File: config.mk
export PLATFORM = sky130hd
export DESIGN_NAME = pipelineCore
export DESIGN_NICKNAME = d
export VERILOG_FILES = /design/src/rtl/corePkg.sv /design/src/rtl/pipeReg.sv /design/src/rtl/fetchStage.sv /design/src/rtl/regFile.sv /design/src/rtl/decodeStage.sv /design/src/rtl/forwardUnit.sv /design/src/rtl/executeStage.sv /design/src/rtl/pipelineCore.sv
export SDC_FILE = /design/constraint.sdc
export NUM_CORES = 2
export LEC_CHECK = 0
export CAP_MARGIN = 10
export CORE_MARGIN = 1
export CORE_UTILIZATION = 35
export DETAILED_ROUTE_END_ITERATION = 12
export DONT_BUFFER_PORTS = 1
export GPL_TIMING_DRIVEN = 0
export PLACE_DENSITY_LB_ADDON = 0.05
export REMOVE_ABC_BUFFERS = 1
export SLEW_MARGIN = 40
export SYNTH_ARGS = -nofsm -noshare
export SYNTH_HDL_FRONTEND = slang
export SYNTH_SLANG_ARGS = --single-unit
File: constraint.sdc
create_clock -name clk -period 11.2 [get_ports clk]
set_clock_uncertainty 0.2 [all_clocks]
set_input_delay 2.24 -clock clk [delete_from_list [all_inputs] [get_ports clk]]
set_output_delay 2.24 -clock clk [all_outputs]
set_load 0.005 [all_outputs]
File: src/rtl/corePkg.sv
// Core package
// Widths, RV32I encodings and stage payload types for the five-stage integer core
`default_nettype none

package corePkg;

    localparam int xlen     = 32;
    localparam int regAddrW = 5;

    localparam logic [xlen-1:0] resetPc = 32'h0000_0000;

    // Major opcodes
    localparam logic [6:0] opR      = 7'b0110011;
    localparam logic [6:0] opImm    = 7'b0010011;
    localparam logic [6:0] opLui    = 7'b0110111;
    localparam logic [6:0] opBranch = 7'b1100011;
    localparam logic [6:0] opJal    = 7'b1101111;

    // funct3 codes, the branch codes reuse the ALU encodings
    localparam logic [2:0] f3Add = 3'b000;
    localparam logic [2:0] f3Slt = 3'b010;
    localparam logic [2:0] f3Xor = 3'b100;
    localparam logic [2:0] f3Or  = 3'b110;
    localparam logic [2:0] f3And = 3'b111;
    localparam logic [2:0] f3Beq = 3'b000;
    localparam logic [2:0] f3Bne = 3'b001;

    typedef enum logic [2:0] {
        aluAdd,
        aluSub,
        aluAnd,
        aluOr,
        aluXor,
        aluSlt
    } aluOpT;

    // Source of an execute operand
    typedef enum logic [1:0] {
        fwdReg,
        fwdMem,
        fwdWb
    } fwdSelT;

    typedef struct packed {
        logic  regWrite;
        aluOpT aluOp;
        logic  useImm;
        logic  isBranch;
        logic  branchNe;
        logic  isJal;
        logic  resultIsLink;
    } deCtrlT;

    typedef struct packed {
        logic [xlen-1:0]     pc;
        logic [xlen-1:0]     rs1Val;
        logic [xlen-1:0]     rs2Val;
        logic [xlen-1:0]     imm;
        logic [regAddrW-1:0] rs1;
        logic [regAddrW-1:0] rs2;
        logic [regAddrW-1:0] rd;
        deCtrlT              ctrl;
    } exPayloadT;

    // Shared by the memory and writeback registers
    typedef struct packed {
        logic [xlen-1:0]     pc;
        logic [regAddrW-1:0] rd;
        logic                regWrite;
        logic [xlen-1:0]     result;
    } wbPayloadT;

endpackage

`default_nettype wire

File: src/rtl/pipeReg.sv
// Pipeline register
// Carries one payload between stages with a valid bit that reset and flush clear
`default_nettype none

module pipeReg #(
    parameter type payloadT = logic
) (
    input  logic    clk,
    input  logic    reset,
    input  logic    flush_i,
    input  logic    valid_i,
    input  payloadT data_i,
    output logic    valid_o,
    output payloadT data_o
);

    // A flushed slot becomes a bubble
    always_ff @(posedge clk) begin
        if (reset || flush_i) begin
            valid_o <= 1'b0;
        end else begin
            valid_o <= valid_i;
        end
    end

    always_ff @(posedge clk) begin
        data_o <= data_i;
    end

endmodule

`default_nettype wire

File: src/rtl/fetchStage.sv
// Fetch stage
// Program counter and four-phase req/ack handshake to the instruction memory
`default_nettype none

module fetchStage (
    input  logic                     clk,
    input  logic                     reset,
    input  logic                     imemAck_i,
    input  logic [corePkg::xlen-1:0] imemInstr_i,
    input  logic                     redirect_i,
    input  logic [corePkg::xlen-1:0] redirectPc_i,
    output logic                     imemReq_o,
    output logic [corePkg::xlen-1:0] imemAddr_o,
    output logic                     instrValid_o,
    output logic [corePkg::xlen-1:0] instr_o,
    output logic [corePkg::xlen-1:0] instrPc_o
);

    logic                     reqQ;
    logic                     discardQ;
    logic [corePkg::xlen-1:0] pcQ;
    logic [corePkg::xlen-1:0] addrQ;
    logic [corePkg::xlen-1:0] pcNext;
    logic                     capture;
    logic                     raise;

    assign capture = reqQ && imemAck_i;
    // New request only once the previous ack has been seen low
    assign raise   = !reqQ && !imemAck_i;
    assign pcNext  = redirect_i ? redirectPc_i : pcQ;

    assign imemReq_o  = reqQ;
    assign imemAddr_o = addrQ;

    always_ff @(posedge clk) begin
        if (reset) begin
            reqQ         <= 1'b0;
            discardQ     <= 1'b0;
            pcQ          <= corePkg::resetPc;
            addrQ        <= corePkg::resetPc;
            instrValid_o <= 1'b0;
        end else begin
            instrValid_o <= capture && !discardQ && !redirect_i;

            if (capture) begin
                reqQ <= 1'b0;
            end else if (raise) begin
                reqQ  <= 1'b1;
                addrQ <= pcNext;
            end

            // Wrong-path fetch still in flight, finish it and drop the word
            if (capture) begin
                discardQ <= 1'b0;
            end else if (reqQ && redirect_i) begin
                discardQ <= 1'b1;
            end

            if (redirect_i) begin
                pcQ <= redirectPc_i;
            end else if (capture && !discardQ) begin
                pcQ <= pcQ + 32'd4;
            end
        end
    end

    always_ff @(posedge clk) begin
        if (capture) begin
            instr_o   <= imemInstr_i;
            instrPc_o <= addrQ;
        end
    end

endmodule

`default_nettype wire

File: src/rtl/regFile.sv
// Register file
// x1..x31 with two combinational reads, x0 reads zero, writes pass through to reads
`default_nettype none

module regFile (
    input  logic                         clk,
    input  logic                         reset,
    input  logic [corePkg::regAddrW-1:0] rs1_i,
    input  logic [corePkg::regAddrW-1:0] rs2_i,
    input  logic [corePkg::regAddrW-1:0] rd_i,
    input  logic                         we_i,
    input  logic [corePkg::xlen-1:0]     wd_i,
    output logic [corePkg::xlen-1:0]     rs1Data_o,
    output logic [corePkg::xlen-1:0]     rs2Data_o
);

    logic [corePkg::xlen-1:0] regs [1:31];

    function automatic logic [corePkg::xlen-1:0] readPort(
        input logic [corePkg::regAddrW-1:0] addr
    );
        if (addr == '0) begin
            return '0;
        end
        // Same-cycle write from writeback wins
        if (we_i && addr == rd_i) begin
            return wd_i;
        end
        return regs[addr];
    endfunction

    always_ff @(posedge clk) begin
        if (reset) begin
            for (int i = 1; i < 32; i++) begin
                regs[i] <= '0;
            end
        end else if (we_i && rd_i != '0) begin
            regs[rd_i] <= wd_i;
        end
    end

    always_comb begin
        rs1Data_o = readPort(rs1_i);
        rs2Data_o = readPort(rs2_i);
    end

endmodule

`default_nettype wire

File: src/rtl/decodeStage.sv
// Decode stage
// Field extraction, control decode, immediate build and register read
`default_nettype none

module decodeStage (
    input  logic                         clk,
    input  logic                         reset,
    input  logic [corePkg::xlen-1:0]     instr_i,
    input  logic [corePkg::xlen-1:0]     pc_i,
    input  logic [corePkg::regAddrW-1:0] wbRd_i,
    input  logic                         wbWe_i,
    input  logic [corePkg::xlen-1:0]     wbData_i,
    output corePkg::exPayloadT           payload_o
);

    logic [6:0]                   opcode;
    logic [2:0]                   funct3;
    logic                         funct7b5;
    logic [corePkg::regAddrW-1:0] rs1;
    logic [corePkg::regAddrW-1:0] rs2;
    logic [corePkg::regAddrW-1:0] rd;
    logic [corePkg::xlen-1:0]     imm;
    logic [corePkg::xlen-1:0]     rs1Val;
    logic [corePkg::xlen-1:0]     rs2Val;
    corePkg::deCtrlT              ctrl;

    assign opcode   = instr_i[6:0];
    assign funct3   = instr_i[14:12];
    assign funct7b5 = instr_i[30];
    assign rd       = instr_i[11:7];
    assign rs2      = instr_i[24:20];
    // lui holds immediate bits here, reading x0 turns the add into a pass of imm
    assign rs1      = (opcode == corePkg::opLui) ? '0 : instr_i[19:15];

    always_comb begin
        ctrl = '0;
        case (opcode)
            corePkg::opR: begin
                ctrl.regWrite = 1'b1;
                case (funct3)
                    corePkg::f3Add: ctrl.aluOp = funct7b5 ? corePkg::aluSub : corePkg::aluAdd;
                    corePkg::f3Slt: ctrl.aluOp = corePkg::aluSlt;
                    corePkg::f3Xor: ctrl.aluOp = corePkg::aluXor;
                    corePkg::f3Or:  ctrl.aluOp = corePkg::aluOr;
                    corePkg::f3And: ctrl.aluOp = corePkg::aluAnd;
                    default:        ctrl.regWrite = 1'b0;
                endcase
            end
            corePkg::opImm: begin
                // addi only
                ctrl.regWrite = (funct3 == corePkg::f3Add);
                ctrl.useImm   = 1'b1;
            end
            corePkg::opLui: begin
                ctrl.regWrite = 1'b1;
                ctrl.useImm   = 1'b1;
            end
            corePkg::opBranch: begin
                ctrl.isBranch = (funct3 == corePkg::f3Beq) || (funct3 == corePkg::f3Bne);
                ctrl.branchNe = (funct3 == corePkg::f3Bne);
                ctrl.aluOp    = corePkg::aluSub;
            end
            corePkg::opJal: begin
                ctrl.regWrite     = 1'b1;
                ctrl.isJal        = 1'b1;
                ctrl.resultIsLink = 1'b1;
            end
            // Anything else stays a no-op
            default: ;
        endcase
        if (rd == '0) begin
            ctrl.regWrite = 1'b0;
        end
    end

    always_comb begin
        case (opcode)
            corePkg::opBranch: begin
                imm = {{20{instr_i[31]}}, instr_i[7], instr_i[30:25], instr_i[11:8], 1'b0};
            end
            corePkg::opJal: begin
                imm = {{12{instr_i[31]}}, instr_i[19:12], instr_i[20], instr_i[30:21], 1'b0};
            end
            corePkg::opLui: imm = {instr_i[31:12], 12'b0};
            default:        imm = {{20{instr_i[31]}}, instr_i[31:20]};
        endcase
    end

    regFile rf (
        .clk       (clk),
        .reset     (reset),
        .rs1_i     (rs1),
        .rs2_i     (rs2),
        .rd_i      (wbRd_i),
        .we_i      (wbWe_i),
        .wd_i      (wbData_i),
        .rs1Data_o (rs1Val),
        .rs2Data_o (rs2Val)
    );

    always_comb begin
        payload_o.pc     = pc_i;
        payload_o.rs1Val = rs1Val;
        payload_o.rs2Val = rs2Val;
        payload_o.imm    = imm;
        payload_o.rs1    = rs1;
        payload_o.rs2    = rs2;
        payload_o.rd     = rd;
        payload_o.ctrl   = ctrl;
    end

endmodule

`default_nettype wire

File: src/rtl/forwardUnit.sv
// Forwarding unit
// Picks the newest in-flight producer for each execute operand
`default_nettype none

module forwardUnit (
    input  logic [corePkg::regAddrW-1:0] exRs1_i,
    input  logic [corePkg::regAddrW-1:0] exRs2_i,
    input  logic [corePkg::regAddrW-1:0] memRd_i,
    input  logic                         memWe_i,
    input  logic                         memValid_i,
    input  logic [corePkg::regAddrW-1:0] wbRd_i,
    input  logic                         wbWe_i,
    input  logic                         wbValid_i,
    output corePkg::fwdSelT              fwdA_o,
    output corePkg::fwdSelT              fwdB_o
);

    logic memHit;
    logic wbHit;

    assign memHit = memValid_i && memWe_i && (memRd_i != '0);
    assign wbHit  = wbValid_i && wbWe_i && (wbRd_i != '0);

    // Memory stage holds the younger value
    function automatic corePkg::fwdSelT pickSrc(input logic [corePkg::regAddrW-1:0] rs);
        if (memHit && memRd_i == rs) begin
            return corePkg::fwdMem;
        end
        if (wbHit && wbRd_i == rs) begin
            return corePkg::fwdWb;
        end
        return corePkg::fwdReg;
    endfunction

    always_comb begin
        fwdA_o = pickSrc(exRs1_i);
        fwdB_o = pickSrc(exRs2_i);
    end

endmodule

`default_nettype wire

File: src/rtl/executeStage.sv
// Execute stage
// Operand forwarding, ALU, branch and jal resolution, writeback payload
`default_nettype none

module executeStage (
    input  corePkg::exPayloadT       ex_i,
    input  logic                     exValid_i,
    input  corePkg::fwdSelT          fwdA_i,
    input  corePkg::fwdSelT          fwdB_i,
    input  logic [corePkg::xlen-1:0] memResult_i,
    input  logic [corePkg::xlen-1:0] wbResult_i,
    output logic                     redirect_o,
    output logic [corePkg::xlen-1:0] redirectPc_o,
    output corePkg::wbPayloadT       wb_o
);

    logic [corePkg::xlen-1:0] opA;
    logic [corePkg::xlen-1:0] opB;
    logic [corePkg::xlen-1:0] srcB;
    logic [corePkg::xlen-1:0] aluOut;
    logic                     equal;
    logic                     taken;

    function automatic logic [corePkg::xlen-1:0] fwdMux(
        input corePkg::fwdSelT          sel,
        input logic [corePkg::xlen-1:0] regVal
    );
        case (sel)
            corePkg::fwdMem: return memResult_i;
            corePkg::fwdWb:  return wbResult_i;
            default:         return regVal;
        endcase
    endfunction

    always_comb begin
        opA = fwdMux(fwdA_i, ex_i.rs1Val);
        opB = fwdMux(fwdB_i, ex_i.rs2Val);
    end

    assign srcB = ex_i.ctrl.useImm ? ex_i.imm : opB;

    always_comb begin
        case (ex_i.ctrl.aluOp)
            corePkg::aluSub: aluOut = opA - srcB;
            corePkg::aluAnd: aluOut = opA & srcB;
            corePkg::aluOr:  aluOut = opA | srcB;
            corePkg::aluXor: aluOut = opA ^ srcB;
            corePkg::aluSlt: aluOut = {{(corePkg::xlen-1){1'b0}}, $signed(opA) < $signed(srcB)};
            default:         aluOut = opA + srcB;
        endcase
    end

    // Branches compare the two register operands
    assign equal = (opA == opB);
    assign taken = ex_i.ctrl.isJal || (ex_i.ctrl.isBranch && (equal ^ ex_i.ctrl.branchNe));

    // Any taken transfer redirects since fetch predicts not-taken
    assign redirect_o   = exValid_i && taken;
    assign redirectPc_o = ex_i.pc + ex_i.imm;

    always_comb begin
        wb_o.pc       = ex_i.pc;
        wb_o.rd       = ex_i.rd;
        wb_o.regWrite = ex_i.ctrl.regWrite;
        wb_o.result   = ex_i.ctrl.resultIsLink ? ex_i.pc + 32'd4 : aluOut;
    end

endmodule

`default_nettype wire

File: src/rtl/pipelineCore.sv
// Pipelined core top level
// Fetch, decode, execute, memory and writeback with a retire trace port
`default_nettype none

module pipelineCore (
    input  logic                         clk,
    input  logic                         reset,
    input  logic                         imemAck_i,
    input  logic [corePkg::xlen-1:0]     imemInstr_i,
    output logic                         imemReq_o,
    output logic [corePkg::xlen-1:0]     imemAddr_o,
    output logic                         retireValid_o,
    output logic [corePkg::xlen-1:0]     retirePc_o,
    output logic [corePkg::regAddrW-1:0] retireRd_o,
    output logic                         retireWe_o,
    output logic [corePkg::xlen-1:0]     retireData_o
);

    logic                     fdValid;
    logic [corePkg::xlen-1:0] fdInstr;
    logic [corePkg::xlen-1:0] fdPc;
    logic                     redirect;
    logic [corePkg::xlen-1:0] redirectPc;
    corePkg::exPayloadT       dePayload;
    logic                     exValid;
    corePkg::exPayloadT       exData;
    corePkg::fwdSelT          fwdA;
    corePkg::fwdSelT          fwdB;
    corePkg::wbPayloadT       exResult;
    logic                     memValid;
    corePkg::wbPayloadT       memData;
    logic                     wbValid;
    corePkg::wbPayloadT       wbData;
    logic                     wbWe;

    assign wbWe = wbValid && wbData.regWrite;

    fetchStage fetch (
        .clk          (clk),
        .reset        (reset),
        .imemAck_i    (imemAck_i),
        .imemInstr_i  (imemInstr_i),
        .redirect_i   (redirect),
        .redirectPc_i (redirectPc),
        .imemReq_o    (imemReq_o),
        .imemAddr_o   (imemAddr_o),
        .instrValid_o (fdValid),
        .instr_o      (fdInstr),
        .instrPc_o    (fdPc)
    );

    decodeStage decode (
        .clk       (clk),
        .reset     (reset),
        .instr_i   (fdInstr),
        .pc_i      (fdPc),
        .wbRd_i    (wbData.rd),
        .wbWe_i    (wbWe),
        .wbData_i  (wbData.result),
        .payload_o (dePayload)
    );

    // Redirect squashes the instruction now leaving decode
    pipeReg #(.payloadT(corePkg::exPayloadT)) deExReg (
        .clk     (clk),
        .reset   (reset),
        .flush_i (redirect),
        .valid_i (fdValid),
        .data_i  (dePayload),
        .valid_o (exValid),
        .data_o  (exData)
    );

    forwardUnit fwd (
        .exRs1_i    (exData.rs1),
        .exRs2_i    (exData.rs2),
        .memRd_i    (memData.rd),
        .memWe_i    (memData.regWrite),
        .memValid_i (memValid),
        .wbRd_i     (wbData.rd),
        .wbWe_i     (wbData.regWrite),
        .wbValid_i  (wbValid),
        .fwdA_o     (fwdA),
        .fwdB_o     (fwdB)
    );

    executeStage execute (
        .ex_i         (exData),
        .exValid_i    (exValid),
        .fwdA_i       (fwdA),
        .fwdB_i       (fwdB),
        .memResult_i  (memData.result),
        .wbResult_i   (wbData.result),
        .redirect_o   (redirect),
        .redirectPc_o (redirectPc),
        .wb_o         (exResult)
    );

    pipeReg #(.payloadT(corePkg::wbPayloadT)) exMemReg (
        .clk     (clk),
        .reset   (reset),
        .flush_i (1'b0),
        .valid_i (exValid),
        .data_i  (exResult),
        .valid_o (memValid),
        .data_o  (memData)
    );

    // No data memory, the memory stage only adds latency
    pipeReg #(.payloadT(corePkg::wbPayloadT)) memWbReg (
        .clk     (clk),
        .reset   (reset),
        .flush_i (1'b0),
        .valid_i (memValid),
        .data_i  (memData),
        .valid_o (wbValid),
        .data_o  (wbData)
    );

    assign retireValid_o = wbValid;
    assign retirePc_o    = wbData.pc;
    assign retireRd_o    = wbData.rd;
    assign retireWe_o    = wbData.regWrite;
    assign retireData_o  = wbData.result;

endmodule

`default_nettype wire

# After elaboration in Yosys (flattened, before gate mapping)
# Memories as Yosys holds them, arrays and structs flattened. A register that Yosys moved wholly into a read port is not among the register bits.
# Cells that the tools add are included.
# totals
ram_bits	992
mem_bits_ro	0
word_cells	161
mem_count	1
latchBits	0
ff_bits	426
# classes
mux	54
n_eq_ne	26
n_addsub	5
order_cmp	1
multipliers	0
shifts	0
div_mod_pow	0
n_bitwise	5
n_reduce_logical	37
# mem_list
name	depth	word_bits	rd	rd_ports_with_merged_regs	wr	line	rtl
decode.rf.regs	31	32	2	1	31	regFile.sv:17	logic [corePkg::xlen-1:0] regs [1:31];
# op_table
cell	n
$mux 32	14
$pmux 32 s5	1
$pmux 32 s2	2
$pmux 31 s3	1
$add 32x3->32 const B	2
$add 32x32->32	2
$and 32x32->32	1
$eq 32x32->1	1
$lt 32x32->1	1
$or 32x32->32	1
$reduce_or 32->1	1
$sub 32x32->32	1
$xor 32x32->32	1
$eq 5x5->1	6
$mux 1	21
$mux 2	9
$logic_and 1x1->1	17
$eq 3x3->1 const B	5
$logic_not 5->1	3
$mux 5	3
$pmux 3 s5	1
$eq 7x6->1 const B	2
$eq 7x7->1 const B	2
$reduce_bool 5->1	2
other kinds (16)	28

# Depth between registers and ports, before layout
# logic_depth
ltp_word	16
depth_mapped	24

# Modules after synthesis
# From an unflattened synthesis, not the netlist that was laid out.
# unflattened
hier_cells	6189
hier_area_um2	77077.7
# by_module_without_submodules
module	area_each_um2	cells_per_inst	instances
regFile	54718.7	3740	1
executeStage	10038.4	1541	1
fetchStage	5113.7	432	1
pipeReg (deExReg)	3075.4	154	1
pipeReg (exMemReg ...)	1433.9	72	2
decodeStage	991.0	142	1
forwardUnit	262.8	34	1
pipelineCore	10.0	2	1

# Worst setup path after synthesis
# No wires, ideal clock.
# synth_timing
path_type	flip-flop to flip-flop
startpoint	register exMemReg.data_o[34] (netlist bit)
endpoint	register exMemReg.data_o[31] (netlist bit)
stages_incl_launch_ff	23
t_required_ns	10.914
arrival_time_ns	5.247
period_less_slack_ns	5.532
n_path_buf	3
path_slack_ns	5.668
cell_sequence	dfxtp_1 or3_1 o311a_1 nand4_1 clkbuf_1 clkbuf_1 buf_1 a211oi_1 a21oi_1 inv_1 ha_1 a21o_1 a21oi_1 o21ai_0 a21oi_1 o21bai_1 a311oi_1 o31ai_1 a211o_1 a221oi_2 o311ai_0 o311a_1 a211oi_1
# synth_lines
element	line	rtl
start: declaration	pipeReg.sv:14	output payloadT data_o
start signal: assignment	pipeReg.sv:27	data_o <= data_i;

==> summary.md <==
| Metric | Value |
|---|---|
| Internal Power | `10.4 mW` |
| Final Cycle Share | `0.697` |
| Synthesized area per cell | `11.4 sq um` |
| Worst slack, placed | `3680 ps` |
| Most frequent cells in the layout | `edfxtp_1 (1088), and2_1 (977), nand2_1 (671)` |
| Final Wtd Congestion | `0.908` |
| Sequential area share after synthesis | `0.513` |
| Setup_tns | `0 ps` |
| CTS Root Cell | `clkbuf_16` |
| Critical R2R Launch | `memWbReg.data_o[36]` |
| Worst Tran Pin Value | `961 ps` |
| Top post-synthesis cells by area | `edfxtp_1 (42%), dfxtp_1 (9.4%), mux4_2 (9.2%)` |
| Pin count of the biggest net entering global routing | `108` |
| CTS Hold Bufs | `0` |
| Most common cell after layout, fill and taps aside | `edfxtp_1` |
| Via count | `58100` |
| Mapped Area | `77900 sq um` |
| Peak VDD IR | `0.168 mV` |
| Post-Place Cells | `9517` |
| Final worst setup slack | `3390 ps` |
| WP data required | `11690 ps` |
| Combinational share of power | `0.134` |
| Initial Util | `0.354` |
| Worst setup SP type | `flop` |
| Clock Pin Slew Worst Setup and Hold Paths | `60 ps` |
| Final Slew Violations | `0` |
| Die Ht | `474 um` |
| Final setup viols | `0` |
| Outcome | `complete, no violations` |
| Drt first pass iters | `8` |
| Power Density | `159 nW/um^2` |
| DRT iter0 DRCs | `6738` |
| Number of warnings issued by yosys | `0` |
| Crit Path Class | `reg2reg` |
| Wirelength, routed | `335 mm` |
| Worst reg2reg path depth | `19` |
| Critical path buffers and inverters | `0` |
| CTS sink cnt | `1454` |
| Sequential cell area | `40100 sq um` |
| Critical path, cell by cell | `or3_1 -> o311a_4 -> nand2_4 -> mux2i_1 -> a211oi_1 -> a21o_1 -> ha_1 -> a21o_1 -> a21oi_1 -> o21ai_0 -> a21oi_1 -> o21bai_1 -> a311oi_2 -> o31ai_1 -> a211o_1 -> a221oi_2 -> o311ai_0 -> o311a_1 -> a211oi_1` |
| Layout cells sized above 1 | `0.156` |
| CTS tree | `done` |
| Setup crit end kind | `flop` |
| Largest stage delay on the critical path | `820 ps` |
| Yosys top cell area share | `0.419` |
| Fin nets | `6901` |
| Worst path depth | `19` |
| Hold_sp | `exMemReg.data_o[62]` |
| Initial antenna violation count | `40` |
| H-Tree Depth | `4` |
| Die outline area | `225000 sq um` |
| Main synth FF type | `edfxtp_1` |
| Hold Path Sink | `memWbReg.data_o[62]` |
| CP max FO | `31` |
| Post-route DRC | `0` |
| Fmax | `0.128 GHz` |
| Post-layout minimum cycle time | `7810 ps` |
| Crit path max-delay family | `compound AO/OA/AOI/OAI gates` |
| Global-route wire length before repair | `461 mm` |
| Area Growth Syn to Fin | `18.1%` |
| Filler cells | `20600` |
| CTS max path bufs | `3` |
| Share of power burned in registers | `0.459` |
| RSZ-0062 raised after global routing | `no` |
| Gr usage total | `0.294` |
| Vias per cell | `5.89` |
| Setup Fix Bufs, Post-CTS | `0` |
| Post-synth cell types | `84` |
| Leakage power | `34.2 nW` |
| Congestion Overflow GR | `0` |
| Crit-path slowest cell | `or3_1` |
| Reg-to-reg endpoint | `exMemReg.data_o[31]` |
| Hold path depth | `0` |
| Worst skew pair latency | `840 ps` |
| Worst hold path type | `reg2reg` |
| Resized cells post-CTS | `0` |
| Overall power | `14.6 mW` |
| DR WL/cell | `33.9 um` |
| Fin. Hold Viols | `0` |
| Synth Instances | `6840` |
| Sw Share | `0.290` |
| Clock share of power | `0.407` |
| Multi-input logic area | `35600 sq um` |
| Final ANT Viol Nets | `0` |
| Horiz. Die Dim | `474 um` |
| Slew HR | `0.359` |
| Vias in the first global route | `56100` |
| Critical Path AT | `8300 ps` |
| Core region area | `220000 sq um` |
| # Max-Cap Violations | `0` |
| Num ports | `139` |
| Post-Layout Cell Count | `9856` |
| CTS Buf Count | `173` |
| Synth Register Bits | `1454` |
| Row count | `172` |
| Post-synth EDFFs | `1088` |
| Ys async rst share | `0` |
| # port buffers | `0` |
| Post-synthesis cell type with the largest combined area | `edfxtp_1` |
| Switch Pwr | `4.23 mW` |
| HPWL Detailed | `241 mm` |
| Reg-to-reg setup timing slack | `3390 ps` |
-- cells by family after synthesis --
group | Yosys count | share of synthesized area
adders and majority gates | 132 | 0.0215
AOI/OAI and AO/OA | 1219 | 0.113
and+or+nand+nor | 2489 | 0.165
muxes | 612 | 0.130
other | 1 | 0.0000481
xor gates and xnor gates | 171 | 0.0192
DFF | 1454 | 0.513
buffers and inverters | 762 | 0.0379
-- power by group through the flow --
stage / registers, mW / logic, mW / clock network, mW
2_1_floorplan: 6.54 / 1.13 / 0
3_5_place_dp: 6.81 / 1.92 / 0
4_1_cts: 6.70 / 1.93 / 6.05
6_report: 6.70 / 1.95 / 5.95
3_3_place_gp: 6.99 / 1.69 / 0
5_1_grt: 6.75 / 2.06 / 6.24
-- final cells by class --
cell class                      count  share of cell area
Sequential cell                  1454               0.435
Multi-Input combinational cell   4655               0.387
Timing Repair Buffer              315              0.0673
Clock buffer                      217              0.0512
Tap cell                         2958              0.0402
Clock inverter                    106              0.0129
Inverter                          135             0.00590
Antenna cell                       16            0.000435
-- how the worst max path moves through the flow --
| stage | startpoint | endpoint |
|---|---|---|
| final | memWbReg.data_o[36] | exMemReg.data_o[31] |
| after global routing | memWbReg.data_o[36] | exMemReg.data_o[31] |
| after CTS | memWbReg.data_o[36] | exMemReg.data_o[31] |
| after detailed placement | memWbReg.data_o[35] | exMemReg.data_o[31] |
| after global placement | fetch.instr_o[6] | deExReg.data_o[112] |
| after floorplan | fetch.instr_o[6] | deExReg.data_o[100] |
-- layer usage --
layer / vias up / share of wire / track usage / routed length, um
met5: - / 0.00020 / 0 / 66
met4: 10 / 0.046 / 0.123 / 15600
met3: 570 / 0.074 / 0.0510 / 24900
met2: 2450 / 0.46 / 0.471 / 154000
met1: 29900 / 0.42 / 0.391 / 140000
li1: 25200 / - / - / -
-- per-stage QoR --
| step | hold WS (ps) | util | cell area, sq um |
|---|---|---|---|
| 2_1_floorplan | 110 | - | 75600 |
| 4_1_cts | 115 | 0.418 | 92000 |
| 3_3_place_gp | 110 | 0.360 | 79300 |
| 3_5_place_dp | 112 | 0.391 | 86100 |
| 5_1_grt | 123 | 0.418 | 92000 |
| 6_report | 118 | 0.418 | 92100 |
-- flip-flops by register name, indices dropped and copies added (netlist names), 32 cells and up, named ones only --
signal,count
decode.rf.regs,1024
deExReg.data_o,151
exMemReg.data_o,70
memWbReg.data_o,70
fetch.imemAddr_o,32
fetch.instrPc_o,32
fetch.instr_o,32
fetch.pcQ,32
-- synth_stat cells, types with 10 or more instances --
| master | n |
|---|---|
| o21ai_0 | 87 |
| a21oi_1 | 287 |
| nand2b_1 | 17 |
| o221ai_1 | 37 |
| xnor2_1 | 131 |
| nand2_1 | 677 |
| nand3_1 | 175 |
| nand3b_1 | 10 |
| o21bai_1 | 27 |
| mux2_2 | 12 |
| o22ai_1 | 10 |
| clkbuf_1 | 544 |
| or3_1 | 13 |
| edfxtp_1 | 1088 |
| ha_1 | 129 |
| buf_1 | 61 |
| nand4_1 | 20 |
| o21a_1 | 36 |
| nor2_1 | 305 |
| nor3_1 | 121 |
| and3_1 | 85 |
| dfxtp_1 | 366 |
| a221o_1 | 33 |
| a221oi_1 | 30 |
| a21o_1 | 73 |
| buf_2 | 10 |
| a211oi_1 | 233 |
| o31ai_1 | 16 |
| o32ai_1 | 131 |
| nor2b_1 | 13 |
| and2_1 | 977 |
| xor2_1 | 40 |
| mux4_2 | 320 |
| or2_2 | 36 |
| mux2i_1 | 280 |
| nor4_1 | 15 |
| a311oi_1 | 131 |
| a31oi_1 | 11 |
| inv_1 | 129 |
Power figures use the tool's default switching activity.
